### src/logic/cpu_pkg.sv
package cpu_pkg;

	// ------------------------------------------------------------------------
	// basic types
	// ------------------------------------------------------------------------
	// one data or instruction word
	typedef logic [7:0] word_t;

	// ram covers 32 words, rom covers 16
	typedef logic [4:0] ram_addr_t;
	typedef logic [3:0] rom_addr_t;

	// ------------------------------------------------------------------------
	// sizes and constants
	// ------------------------------------------------------------------------
	localparam int RAM_WORDS = 32;
	localparam int ROM_WORDS = 16;

	// stores to this address show up at the top level
	localparam ram_addr_t WATCH_ADDR = 5'd31;

	// constant the boot program adds to the switches
	localparam word_t PROG_CONST = 8'h25;

	// extra cycles the access controller waits per access
	localparam int READ_CYCLES = 1;
	localparam int WRITE_CYCLES = 1;

	// opcode in instr[7:5], ram address operand in instr[4:0]
	typedef enum logic [2:0] {LDA = 3'd0, STA, ADD, IN, JMP, NOP} opcode_t;

	// cpu memory request, held while valid until ready
	typedef struct packed {
		logic valid;
		logic write;
		ram_addr_t addr;
		word_t data;
	} mem_req_t;

	// single ram port, shared by copy engine and access controller
	typedef struct packed {
		logic write;
		ram_addr_t addr;
		word_t data;
	} ram_port_t;

	// overall system phase
	typedef enum logic [1:0] {BOOT_RESET, BOOT_COPY, BOOT_RUN} boot_state_t;

endpackage

### src/logic/boot_rom.sv
`timescale 1ns/1ps

module boot_rom (
	input  cpu_pkg::rom_addr_t addr,
	output cpu_pkg::word_t data
);

	// ------------------------------------------------------------------------
	// program table
	// ------------------------------------------------------------------------
	// loop: acc = switches + const, show it, then bump the counter at 13
	always_comb begin
		case (addr)
			// read switches into acc
			4'd0: data = {cpu_pkg::IN, 5'd0};
			// add the constant
			4'd1: data = {cpu_pkg::ADD, 5'd12};
			// store to the watched word
			4'd2: data = {cpu_pkg::STA, cpu_pkg::WATCH_ADDR};
			// loop counter, counter += step
			4'd3: data = {cpu_pkg::LDA, 5'd13};
			4'd4: data = {cpu_pkg::ADD, 5'd14};
			4'd5: data = {cpu_pkg::STA, 5'd13};
			// back to the start
			4'd6: data = {cpu_pkg::JMP, 5'd0};
			// data words
			4'd12: data = cpu_pkg::PROG_CONST;
			// counter start
			4'd13: data = 8'h00;
			// counter step
			4'd14: data = 8'h01;
			// unused slots
			default: data = {cpu_pkg::NOP, 5'd0};
		endcase
	end

endmodule

### src/logic/boot_copy.sv
`timescale 1ns/1ps

module boot_copy (
	input  logic clock,
	input  logic reset,
	output cpu_pkg::rom_addr_t rom_addr,
	input  cpu_pkg::word_t rom_data,
	output cpu_pkg::ram_port_t port,
	output logic done
);

	// ------------------------------------------------------------------------
	// address walk
	// ------------------------------------------------------------------------
	cpu_pkg::rom_addr_t count;
	logic copied;
	logic last;

	// registered write port
	logic wr_en;
	cpu_pkg::ram_addr_t wr_addr;
	cpu_pkg::word_t wr_data;

	// rom is read combinationally at the counter
	assign rom_addr = count;
	assign last = (count == cpu_pkg::rom_addr_t'(cpu_pkg::ROM_WORDS - 1));

	always_ff @(posedge clock) begin
		if (reset) begin
			count <= '0;
			copied <= 1'b0;
			wr_en <= 1'b0;
			done <= 1'b0;
		end else begin
			// one word per cycle until the last one
			wr_en <= !copied;
			// done goes out together with the last write
			done <= !copied && last;
			if (!copied) begin
				count <= count + 4'd1;
				copied <= last;
			end
		end
	end

	// same address in ram as in rom
	always_ff @(posedge clock) begin
		wr_addr <= cpu_pkg::ram_addr_t'(count);
		wr_data <= rom_data;
	end

	assign port = '{write: wr_en, addr: wr_addr, data: wr_data};

	// idle after done until the next reset
	assert property (@(posedge clock) disable iff (reset)
		copied && !done |-> !port.write);

endmodule

### src/logic/word_ram.sv
`timescale 1ns/1ps

module word_ram (
	input  logic clock,
	input  cpu_pkg::ram_port_t port,
	output cpu_pkg::word_t rdata
);

	// ------------------------------------------------------------------------
	// storage
	// ------------------------------------------------------------------------
	// contents only defined after the boot copy
	cpu_pkg::word_t mem [cpu_pkg::RAM_WORDS];

	// ------------------------------------------------------------------------
	// single port access
	// ------------------------------------------------------------------------
	always_ff @(posedge clock) begin
		// write on enable
		if (port.write) begin
			mem[port.addr] <= port.data;
		end
		// read is always on, old word during a write
		rdata <= mem[port.addr];
	end

	// read data follows the address by one clock, as the
	// access controller and the cpu expect

endmodule

### src/logic/acc_cpu.sv
`timescale 1ns/1ps

module acc_cpu (
	input  logic clock,
	input  logic reset,
	output cpu_pkg::mem_req_t req,
	input  logic mem_ready,
	input  cpu_pkg::word_t mem_rdata,
	input  cpu_pkg::word_t in_port
);

	// ------------------------------------------------------------------------
	// state and registers
	// ------------------------------------------------------------------------
	typedef enum logic [2:0] {FETCH, DECODE, LOAD, STORE, ADD_MEM} cpu_state_t;

	cpu_state_t state;
	cpu_pkg::ram_addr_t pc;
	// instruction register
	cpu_pkg::word_t ir;
	// accumulator
	cpu_pkg::word_t acc;

	// instruction fields
	cpu_pkg::opcode_t opcode;
	cpu_pkg::ram_addr_t operand;

	assign opcode = cpu_pkg::opcode_t'(ir[7:5]);
	assign operand = ir[4:0];

	// ------------------------------------------------------------------------
	// fetch / execute
	// ------------------------------------------------------------------------
	always_ff @(posedge clock) begin
		if (reset) begin
			state <= FETCH;
			pc <= '0;
			ir <= '0;
			acc <= '0;
			req <= '0;
		end else begin
			case (state)
				FETCH: begin
					// valid is low here, raise the instruction read
					if (!req.valid) begin
						req <= '{valid: 1'b1, write: 1'b0, addr: pc, data: acc};
					end else if (mem_ready) begin
						req.valid <= 1'b0;
						ir <= mem_rdata;
						pc <= pc + 5'd1;
						state <= DECODE;
					end
				end

				DECODE: begin
					case (opcode)
						cpu_pkg::LDA: begin
							req <= '{valid: 1'b1, write: 1'b0, addr: operand, data: acc};
							state <= LOAD;
						end
						cpu_pkg::STA: begin
							req <= '{valid: 1'b1, write: 1'b1, addr: operand, data: acc};
							state <= STORE;
						end
						cpu_pkg::ADD: begin
							req <= '{valid: 1'b1, write: 1'b0, addr: operand, data: acc};
							state <= ADD_MEM;
						end
						// no memory access for these
						cpu_pkg::IN: begin
							acc <= in_port;
							state <= FETCH;
						end
						cpu_pkg::JMP: begin
							pc <= operand;
							state <= FETCH;
						end
						default: begin
							state <= FETCH;
						end
					endcase
				end

				// memory operand states, each ends on mem_ready
				LOAD: begin
					if (mem_ready) begin
						acc <= mem_rdata;
						req.valid <= 1'b0;
						state <= FETCH;
					end
				end

				STORE: begin
					if (mem_ready) begin
						req.valid <= 1'b0;
						state <= FETCH;
					end
				end

				ADD_MEM: begin
					if (mem_ready) begin
						acc <= acc + mem_rdata;
						req.valid <= 1'b0;
						state <= FETCH;
					end
				end

				default: begin
					state <= FETCH;
				end
			endcase
		end
	end

	// ------------------------------------------------------------------------
	// handshake checks
	// ------------------------------------------------------------------------
	// request held while waiting
	assert property (@(posedge clock) disable iff (reset)
		req.valid && !mem_ready |=> $stable(req));

	// valid drops right after ready
	assert property (@(posedge clock) disable iff (reset)
		req.valid && mem_ready |=> !req.valid);

endmodule

### src/logic/mem_access.sv
`timescale 1ns/1ps

module mem_access (
	input  logic clock,
	input  logic reset,
	input  cpu_pkg::mem_req_t req,
	output logic mem_ready,
	output cpu_pkg::ram_port_t port,
	output logic watch_strobe,
	output cpu_pkg::word_t watch_data
);

	// ------------------------------------------------------------------------
	// state and counters
	// ------------------------------------------------------------------------
	typedef enum logic [1:0] {MEM_WAIT, MEM_READY, MEM_PREPARE, MEM_WRITE} access_state_t;

	access_state_t state, next_state;
	logic [1:0] read_cycle, write_cycle;
	cpu_pkg::word_t write_data;
	logic watch_hit;

	// store to the watched word as seen in prepare
	assign watch_hit = (state == MEM_PREPARE) && (req.addr == cpu_pkg::WATCH_ADDR);

	always_ff @(posedge clock) begin
		if (reset) begin
			state <= MEM_WAIT;
			read_cycle <= '0;
			write_cycle <= '0;
			watch_strobe <= 1'b0;
		end else begin
			state <= next_state;
			watch_strobe <= watch_hit;
			// wait counters restart on each entry
			if (state != MEM_READY || read_cycle == 2'(cpu_pkg::READ_CYCLES))
				read_cycle <= '0;
			else
				read_cycle <= read_cycle + 2'd1;
			if (state != MEM_WRITE || write_cycle == 2'(cpu_pkg::WRITE_CYCLES))
				write_cycle <= '0;
			else
				write_cycle <= write_cycle + 2'd1;
		end
	end

	// write value and watched value
	always_ff @(posedge clock) begin
		if (state == MEM_PREPARE) begin
			write_data <= req.data;
			if (watch_hit)
				watch_data <= req.data;
		end
	end

	// ------------------------------------------------------------------------
	// next state
	// ------------------------------------------------------------------------
	always_comb begin
		next_state = state;
		mem_ready = 1'b0;
		case (state)
			MEM_WAIT: begin
				if (req.valid)
					next_state = req.write ? MEM_PREPARE : MEM_READY;
			end
			// read data from ram arrives with ready
			MEM_READY: begin
				if (read_cycle == 2'(cpu_pkg::READ_CYCLES)) begin
					mem_ready = 1'b1;
					next_state = MEM_WAIT;
				end
			end
			MEM_PREPARE: next_state = MEM_WRITE;
			MEM_WRITE: begin
				if (write_cycle == 2'(cpu_pkg::WRITE_CYCLES))
					next_state = MEM_READY;
			end
			default: next_state = MEM_WAIT;
		endcase
	end

	assign port = '{write: (state == MEM_WRITE), addr: req.addr, data: write_data};

	// the ram port uses the request live, so it stays put until ready
	assert property (@(posedge clock) disable iff (reset)
		state != MEM_WAIT |-> req.valid && $stable(req));

endmodule

### src/logic/cpu_system.sv
`timescale 1ns/1ps

module cpu_system (
	input  logic clock,
	input  logic reset,
	input  cpu_pkg::word_t switches,
	output logic booting,
	output logic running,
	output logic watch_strobe,
	output cpu_pkg::word_t watch_data
);

	// ------------------------------------------------------------------------
	// boot state machine
	// ------------------------------------------------------------------------
	cpu_pkg::boot_state_t state, next_state;
	logic copy_reset, run_reset, copy_done;
	cpu_pkg::rom_addr_t rom_addr;
	cpu_pkg::word_t rom_data, ram_rdata;
	cpu_pkg::ram_port_t copy_port, access_port, ram_port;
	cpu_pkg::mem_req_t mem_req;
	logic mem_ready;

	always_ff @(posedge clock) begin
		if (reset)
			state <= cpu_pkg::BOOT_RESET;
		else
			state <= next_state;
	end

	always_comb begin
		next_state = state;
		case (state)
			cpu_pkg::BOOT_RESET: next_state = cpu_pkg::BOOT_COPY;
			cpu_pkg::BOOT_COPY: if (copy_done) next_state = cpu_pkg::BOOT_RUN;
			default: next_state = state;
		endcase
	end

	// block resets, external reset acts at once
	assign copy_reset = reset || (state == cpu_pkg::BOOT_RESET);
	assign run_reset = reset || (state != cpu_pkg::BOOT_RUN);
	assign booting = (state != cpu_pkg::BOOT_RUN);
	assign running = (state == cpu_pkg::BOOT_RUN);

	// ram port owner follows the boot phase
	assign ram_port = running ? access_port : copy_port;

	// ------------------------------------------------------------------------
	// instances
	// ------------------------------------------------------------------------
	boot_rom rom_i (.addr(rom_addr), .data(rom_data));

	boot_copy copy_i (
		.clock(clock), .reset(copy_reset), .rom_addr(rom_addr),
		.rom_data(rom_data), .port(copy_port), .done(copy_done)
	);

	word_ram ram_i (.clock(clock), .port(ram_port), .rdata(ram_rdata));

	acc_cpu cpu_i (
		.clock(clock), .reset(run_reset), .req(mem_req), .mem_ready(mem_ready),
		.mem_rdata(ram_rdata), .in_port(switches)
	);

	mem_access access_i (
		.clock(clock), .reset(run_reset), .req(mem_req), .mem_ready(mem_ready),
		.port(access_port), .watch_strobe(watch_strobe), .watch_data(watch_data)
	);

	// cpu side never writes ram while booting
	assert property (@(posedge clock) disable iff (reset)
		!running |-> !access_port.write);

endmodule

### config.mk
export PLATFORM = sky130hd
export DESIGN_NAME = cpu_system
export DESIGN_NICKNAME = d
export VERILOG_FILES = /design/src/logic/cpu_pkg.sv /design/src/logic/boot_rom.sv /design/src/logic/boot_copy.sv /design/src/logic/word_ram.sv /design/src/logic/acc_cpu.sv /design/src/logic/mem_access.sv /design/src/logic/cpu_system.sv
export SDC_FILE = /design/constraint.sdc
export NUM_CORES = 1
export LEC_CHECK = 0
export BUFFER_PORTS_ARGS = -buffer_cell sky130_fd_sc_hd__clkbuf_2
export CAP_MARGIN = 20
export CELL_PAD_IN_SITES_DETAIL_PLACEMENT = 2
export CELL_PAD_IN_SITES_GLOBAL_PLACEMENT = 2
export CORE_MARGIN = 2
export CORE_UTILIZATION = 45
export CTS_BUF_LIST = sky130_fd_sc_hd__clkbuf_4 sky130_fd_sc_hd__clkbuf_8
export DETAILED_ROUTE_END_ITERATION = 7
export HOLD_SLACK_MARGIN = 0.12
export PLACE_DENSITY = 0.85
export SYNTH_ARGS = -nofsm -noshare
export SYNTH_HDL_FRONTEND = slang
export SYNTH_SLANG_ARGS = --single-unit
### constraint.sdc
create_clock -name clock -period 4.68 [get_ports clock]
set_input_delay 0.468 -clock clock [delete_from_list [all_inputs] [get_ports clock]]
set_output_delay 0.468 -clock clock [all_outputs]
set_load 0.02 [all_outputs]
==> metrics.md, run 1 <==
| Metric | Value |
|---|---|
| Status | completed |
| Slew headroom | 0.1313 |
| Post-CTS Setup Bufs | 0 |
| Detailed Route Iter0 Violations | around 700 |
| Site Rows | 63 |
| Unrepaired setup endpoints after global routing | no |
| R2R cell count | 6 |
| DR pass1 iterations | 5 |
| Number of global-route vias before repair | ~9900 |
| Die H | 177.4 um |
| Predominant post-synthesis flop cell | edfxtp_1 |
| Hold depth | 3 |
| Post-synth top area cell | edfxtp_1 |
| Worst Path Required | approximately 4.9 ns |
| Critical Path End Type | flop |
| Clk sinks | 347 |
| Pwr dens | approximately 420 nW/um2 |
| Final Hold Viols | 0 |
| DP HPWL | 25890 um |
| CP Data Arrival Time | 3.68 ns |
| Hold Path Class | primary input to flop |
| Total GRT Usage | 0.2868 |
| Worst slew pin tran | approximately 1.3 ns |
| Vias/cell | 6.380 |
| Fmax | 288.6 MHz |
| Ys Warns | 0 |
| Worst setup startpoint | state[0] |
| Leakage | 5.118 nW |
| DR WL/cell | 31.24 um |
| Worst Setup EP | ram_i.mem[17][5] |
| Period Utilization, post-route | 0.7404 |
| TritonCTS clock tree | yes |
| DRT Wirelength | 44230 um |
| Setup_tns | 0 ns |
| Synth cell types | 57 |
| Die Width | 177.4 um |
| Num CTS Buffers | 57 |
| Reg2reg start | state[0] |
| Min Tclk post-route | about 3.5 ns |
| VDD IR max | 0.0002470 V |
| Layout cell share with drive strength beyond 1 | 0.1608 |
| Synth top area share | 0.6037 |
| Htree depth | 2 |
| Initial antenna violation count | 1 |
| I/O pins | 21 |
| CP max-delay cell | nor2_1 |
| Final setup violation count | 0 |
| Clk root buf | clkbuf_8 |
| Area growth syn-to-layout | 12.80% |
| Routability cong. | 0.7970 |
| Post-Syn Instances | 937 |
| Clk slew on worst S/H paths | 0.06 ns |
| Largest net degree at the start of global routing | 65 |
| Mapped Area | 13530 um2 |
| Slowest Stage Delay on Critical Path | 0.78 ns |
| Ys async rst share | 0 |
| Critical path cell sequence | nand2b_4, clkinv_4, o21ai_4, buf_4, nand2_1, nor2_1 |
| Reg2Reg Setup Slack | roughly 1.2 ns |
| Number of flops mapped to enable cells by yosys | 272 |
| Drt drc | 0 |
| Die area | between 30000 and 40000 um2 |
| Clk buf depth | 3 |
| Global-route wire length before repair | 65610 um |
| Ant diodes | 0 |
| Seq/Total Area, Yosys | 0.7146 |
| Worst reg2reg endpoint | ram_i.mem[17][5] |
| Critical path peak fanout | slightly above 40 |
| Syn Nets | 965 |
| Core area | 29640 um2 |
| Syn Area/Cell | 14.44 um2 |
| Max-cap viol count | 0 |
| Synthesized flop and latch total | 347 |
| Clock latency on the worst-skew pair | 0.62 ns |
| Total Power | about 6.5 mW |
| Top cells by area, synth | edfxtp_1 60%, dfxtp_1 11%, a22o_1 4.2% |
| Slew Limit Fails | 0 |
| Nets@finish | 1008 |
| Hold WS | 0.2009 ns |
| # port buffers | 20 |
| Final ANT Viol Nets | 0 |
| Worst Skew | 0.04259 ns |
| Remaining Overflow, GRT | 0 |
| Initial Util | 0.4565 |
| Startpoint Class | flop |
| WS Path Type | flop to flop |
| Via Count | between 9000 and 10000 |
-- timing repair --
action                                 CTS  global route
resized for setup                        0             0
endpoints found under the hold margin    2             0
hold buffers                             1             0
-- cell type report --
class	instances	area (um2)
clock buffers	96	1121
multi-input cells	516	3573
fillers	2732	14380
well taps	390	488.0
clock inverters	9	81.33
flip-flops and latches	347	9669
inverters	17	68.82
repair buffers	41	260.3
-- metal layers --
layer | global-route usage | vias up | wire length (um)
met5 | 0 | - | 13
met2 | 0.4890 | 395 | 21770
met3 | 0.05527 | 140 | 2691
li1 | - | 3820 | -
met1 | 0.3574 | 4677 | 17880
met4 | 0.1209 | 2 | 1877
-- kinds of logic after synthesis --
group,count (synthesis),share of synthesized area
flip-flops,347,0.7146
multiplexers,20,0.01480
adder cells (fa/ha/maj),18,0.01720
AO/OA/AOI/OAI,262,0.1528
XOR/XNOR,6,0.003884
AND/OR/NAND/NOR,210,0.07213
buffers and inverters,74,0.02460
-- through the flow --
stage                     area (um2)    util  cells  worst slack, ns
after CTS                      15250  0.5147   1415            1.248
after global routing           15260  0.5149   1416            1.088
after global placement         14040  0.4738   1309            1.635
after floorplan                13530       -    937            2.332
final                          15260  0.5149   1416            1.215
after detailed placement       14040  0.4738   1309            1.382
-- worst min-delay path by stage --
stage,startpoint,to,slack (ns)
2_1_floorplan,copy_i.rom_addr[3],copy_i.wr_addr[3],0.37
3_3_place_gp,access_i.read_cycle[0],access_i.read_cycle[0],0.41
3_5_place_dp,access_i.read_cycle[0],access_i.read_cycle[0],0.42
4_1_cts,switches[5],cpu_i.acc[5],0.19
5_1_grt,switches[5],cpu_i.acc[5],0.21
6_report,switches[5],cpu_i.acc[5],0.20
-- critical path: cells and delay by family (launching register included) --
kind,cells,cell delay (ns)
AND/OR/NAND/NOR,3,1.69
buffers and inverters,2,0.68
flip-flops,1,0.43
AO/OA/AOI/OAI,1,0.23
-- cells in the mapped netlist, types with 2 or more instances --
library cell,number
or3_1,2
ha_1,17
nor2_1,90
nor4_1,3
dfxtp_1,75
a311oi_1,5
xnor2_1,2
nand4b_1,2
o21a_1,2
inv_1,16
buf_6,4
o22ai_1,40
nor2b_1,3
a21oi_1,22
a32oi_1,2
and3_1,5
buf_1,5
or4_1,8
nor4b_1,3
o21bai_1,2
nand2b_1,8
mux2i_1,20
o22a_1,2
a211oi_1,8
nand3b_1,3
nand3_1,7
a221oi_2,12
a21o_1,3
a221oi_1,57
clkbuf_1,32
a22o_1,65
xor2_1,4
nor3_1,9
edfxtp_1,272
nand2_1,57
o21ai_0,22
a22oi_1,4
a31oi_1,6
nand4_1,3
o221ai_1,3
buf_2,16
-- registers in the layout (all words and copies together) (netlist names) --
name                   count
copy_i.wr_data             8
ram_i.rdata                8
cpu_i.req                 15
cpu_i.ir                   8
copy_i.done                1
copy_i.wr_en               1
cpu_i.pc                   5
access_i.read_cycle        2
copy_i.wr_addr             4
access_i.write_data        8
ram_i.mem                256
access_i.write_cycle       2
cpu_i.state                3
copy_i.rom_addr            4
access_i.state             2
state                      2
cpu_i.acc                  8
access_i.watch_data        8
copy_i.copied              1
access_i.watch_strobe      1
-- where the power goes --
group / switching (mW) / leakage, nW / internal (mW) / total (mW)
registers: 0.0227 / 3.03 / 3.33 / 3.35
clock network: 1.29 / 0.647 / 1.56 / 2.85
logic: 0.168 / 1.44 / 0.0838 / 0.251
total: 1.48 / 5.12 / 4.97 / 6.45
-- cell usage in the layout (no fill, tap or decap), drive strengths merged, types with 7 or more instances in the layout --
master / instances
edfxtp: 272
clkbuf: 116
nor2: 90
dfxtp: 75
a221oi: 69
a22o: 65
nand2: 57
o22ai: 40
o21ai: 24
a21oi: 22
mux2i: 20
buf: 20
ha: 17
inv: 16
nor3: 9
nand2b: 9
a211oi: 8
or4: 8
clkinv: 8
nand3: 7
Power figures use the tool's default switching activity.
==> run 2: changes to the inputs <==
==> constraint.sdc (replaced) <==
create_clock -name clock -period 3.4 [get_ports clock]
set_input_delay 0.34 -clock clock [delete_from_list [all_inputs] [get_ports clock]]
set_output_delay 0.34 -clock clock [all_outputs]
set_load 0.02 [all_outputs]
==> run 2 against run 1 <==
  * Clock-buffer cell count fell by 7
  * Critical path depth rose by 2
  * Hold slack got worse by 0.044 ns
  * Via count rose by 5.7%
  * Power rose by 37%
  * Final cell count rose by 3.7%
  * Clock power rose by 35%
  * Wire length rose by 13%
  * Clock skew fell by 0.011 ns
==> metrics.md, run 2 (synthesized netlist as in run 1, its figures left out) <==
| Metric | Value |
|---|---|
| Status | completed (unchanged) |
| Slowest Stage Delay on Critical Path | 0.82 ns (was 0.78 ns) |
| Leakage | 5.382 nW (was 5.118 nW) |
| Final Hold Viols | 0 (unchanged) |
| Layout cell share with drive strength beyond 1 | 0.1965 (was 0.1608) |
| Most common cell after layout, fill and taps aside | edfxtp_1 (unchanged) |
| Slew Limit Fails | 0 (unchanged) |
| Critical path peak fanout | 28 (was 41) |
| Seq. cell area | 9669 um2 (unchanged) |
| Clk slew on worst S/H paths | 0.08 ns (was 0.06 ns) |
| Critical path cell sequence | nand2b_4, buf_4, nand3_1, o21ai_4, buf_4, a221oi_1, o22ai_1, or4_1 (was nand2b_4, clkinv_4, o21ai_4, buf_4, nand2_1, nor2_1) |
| Startpoint Class | flop (unchanged) |
| Num CTS Buffers | 58 (was 57) |
| Max-cap viol count | 0 (unchanged) |
| Cell class contributing the biggest share of worst-path delay | compound AO/OA/AOI/OAI gates (was simple AND/OR/NAND/NOR gates) |
| Max reg flops | 256 (unchanged) |
| Sw Pwr | 2.129 mW (was 1.481 mW) |
| Post-CTS Setup Bufs | 0 (unchanged) |
| Core area | 29640 um2 (unchanged) |
| Critical Path End Type | flop (unchanged) |
| Routability cong. | 0.8456 (was 0.7970) |
| Final setup violation count | 0 (unchanged) |
| Net Sw Frac | 0.2407 (was 0.2295) |
| DP HPWL | 29080 um (was 25890 um) |
| Worst Path Required | 3.87 ns (was 4.89 ns) |
| TritonCTS clock tree | yes (unchanged) |
| Flop pwr share | 0.522 (was 0.520) |
| Period Utilization, post-route | 0.9525 (was 0.7404) |
| Setup_tns | 0 ns (unchanged) |
| Reg2Reg Setup Slack | 0.16 ns (was 1.21 ns) |
| Initial antenna violation count | 0 (was 1) |
| Remaining Overflow, GRT | 0 (unchanged) |
| Most frequent cells in the layout | 272 x edfxtp_1, 90 x nor2_1, 75 x dfxtp_1 (unchanged) |
| VDD IR max | 0.0004091 V (was 0.0002470 V) |
| Die area | 31470 um2 (unchanged) |
| Die Width | 177.4 um (unchanged) |
| Hold Path Class | primary input to flop (unchanged) |
| Pwr dens | 565.8 nW/um2 (was 422.9 nW/um2) |
| Clk buf depth | 3 (unchanged) |
| Comb power frac | 0.042 (was 0.039) |
| Largest net degree at the start of global routing | 37 (was 65) |
| Ant diodes | 0 (unchanged) |
| Hold WS | 0.1570 ns (was 0.2009 ns) |
| Largest registers | ram_i.mem x256, cpu_i.req x15 (unchanged) |
| DRT Wirelength | 49810 um (was 44230 um) |
| Final ANT Viol Nets | 0 (unchanged) |
| Crit path buffers/inverters | 2 (unchanged) |
| Min Tclk post-route | 3.238 ns (was 3.465 ns) |
| Largest Register | ram_i.mem (unchanged) |
| Number of global-route vias before repair | 10340 (was 9852) |
| # fillers | 2743 (was 2732) |
| Unrepaired setup endpoints after global routing | no (unchanged) |
| Int Pwr | 6.715 mW (was 4.973 mW) |
| Worst slew pin tran | 1.047 ns (was 1.303 ns) |
| Total GRT Usage | 0.3212 (was 0.2868) |
| Most frequent CP cell | buf_4 |
| Die H | 177.4 um (unchanged) |
| Initial Util | 0.4565 (unchanged) |
| Footprint of the multi-input gates | 3567 um2 (was 3573 um2) |
| Vias/cell | 6.499 (was 6.380) |
| # port buffers | 20 (unchanged) |
| Slew headroom | 0.3022 (was 0.1313) |
| DR WL/cell | 33.90 um (was 31.24 um) |
| Clk root buf | clkbuf_8 (unchanged) |
| Htree depth | 2 (unchanged) |
| Clk sinks | 347 (unchanged) |
| CP max-delay cell | a221oi_1 (was nor2_1) |
| Global-route wire length before repair | 72820 um (was 65610 um) |
| Clk pwr share | 0.435 (was 0.441) |
| Worst Skew | 0.03199 ns (was 0.04259 ns) |
| I/O pins | 21 (unchanged) |
| Fmax | 308.8 MHz (was 288.6 MHz) |
| Drt drc | 0 (unchanged) |
| Nets@finish | 1058 (was 1008) |
| DR pass1 iterations | 8 (was 5) |
| Detailed Route Iter0 Violations | 1116 (was 695) |
| Area growth syn-to-layout | 15.53% (was 12.80%) |
| Via Count | 9547 (was 9034) |
| WS Path Type | flop to flop (unchanged) |
| Site Rows | 63 (unchanged) |
| CP Data Arrival Time | 3.70 ns (was 3.68 ns) |
| Clock latency on the worst-skew pair | 0.63 ns (was 0.62 ns) |
## run 2: cell count changes in the layout (fill, tap and decap cells not counted), moves of 2 or more
cell	previous run	this run
buf_12	0	3
buf_4	20	63
clkbuf_4	32	26
clkinv_1	2	4
clkinv_2	4	14
dlygate4sd3_1	1	4
inv_6	0	2
## run 2: timing repair
item,in CTS,in global routing
hold endpoints to repair,5,0
hold buffers,4,0
resized for setup,0,0
## run 2: worst register-to-register path, stage by stage, from the launching register on
cell	delay (ns)
dfxtp_1	0.40
nand2b_4	0.21
buf_4	0.25
nand3_1	0.22
o21ai_4	0.11
buf_4	0.27
a221oi_1	0.82
o22ai_1	0.19
or4_1	0.60
## run 2: path summary, 6_finish.rpt
path / to / from / cells past startpoint
max reg2reg: ram_i.rdata[0] / state[0] / 8
max: ram_i.rdata[0] / state[0] / 8
min: cpu_i.acc[6] / switches[6] / 3
min reg2reg: access_i.read_cycle[0] / access_i.read_cycle[0] / 1
## run 2: layer usage
| layer | GRT usage | share of wire | routed length [um] |
|---|---|---|---|
| met1 | 0.3978 | 0.39 | 19410 |
| met2 | 0.5336 | 0.49 | 24330 |
| met3 | 0.07369 | 0.075 | 3746 |
| met4 | 0.1523 | 0.047 | 2316 |
| met5 | 0 | 0 | 0 |
## run 2: cell type report
type | instances | share of cell area
well taps | 390 | 0.03122
repair buffers | 90 | 0.04306
flip-flops and latches | 347 | 0.6186
clock buffers | 89 | 0.06796
multi-input cells | 516 | 0.2282
inverters | 17 | 0.004402
clock inverters | 20 | 0.006564
## run 2: through the flow
step	total power [mW]	setup WS (ns)	cell area, um2	instances	util
floorplan	4.896	1.052	13530	937	-
global placement	5.027	0.7169	14430	1356	0.4867
detailed placement	5.061	0.3997	14430	1356	0.4867
CTS	8.870	0.3196	15630	1469	0.5274
global route	9.079	0.1908	15630	1469	0.5274
finish	8.844	0.1616	15630	1469	0.5274
## run 2: power by group through the flow
| stage | clock (mW) | sequential [mW] | combinational (mW) |
|---|---|---|---|
| after CTS | 3.88 | 4.62 | 0.372 |
| final | 3.85 | 4.62 | 0.374 |
| after global routing | 4.07 | 4.62 | 0.395 |
| after detailed placement | 0 | 4.71 | 0.354 |
| after global placement | 0 | 4.70 | 0.323 |
| after floorplan | 0 | 4.69 | 0.209 |
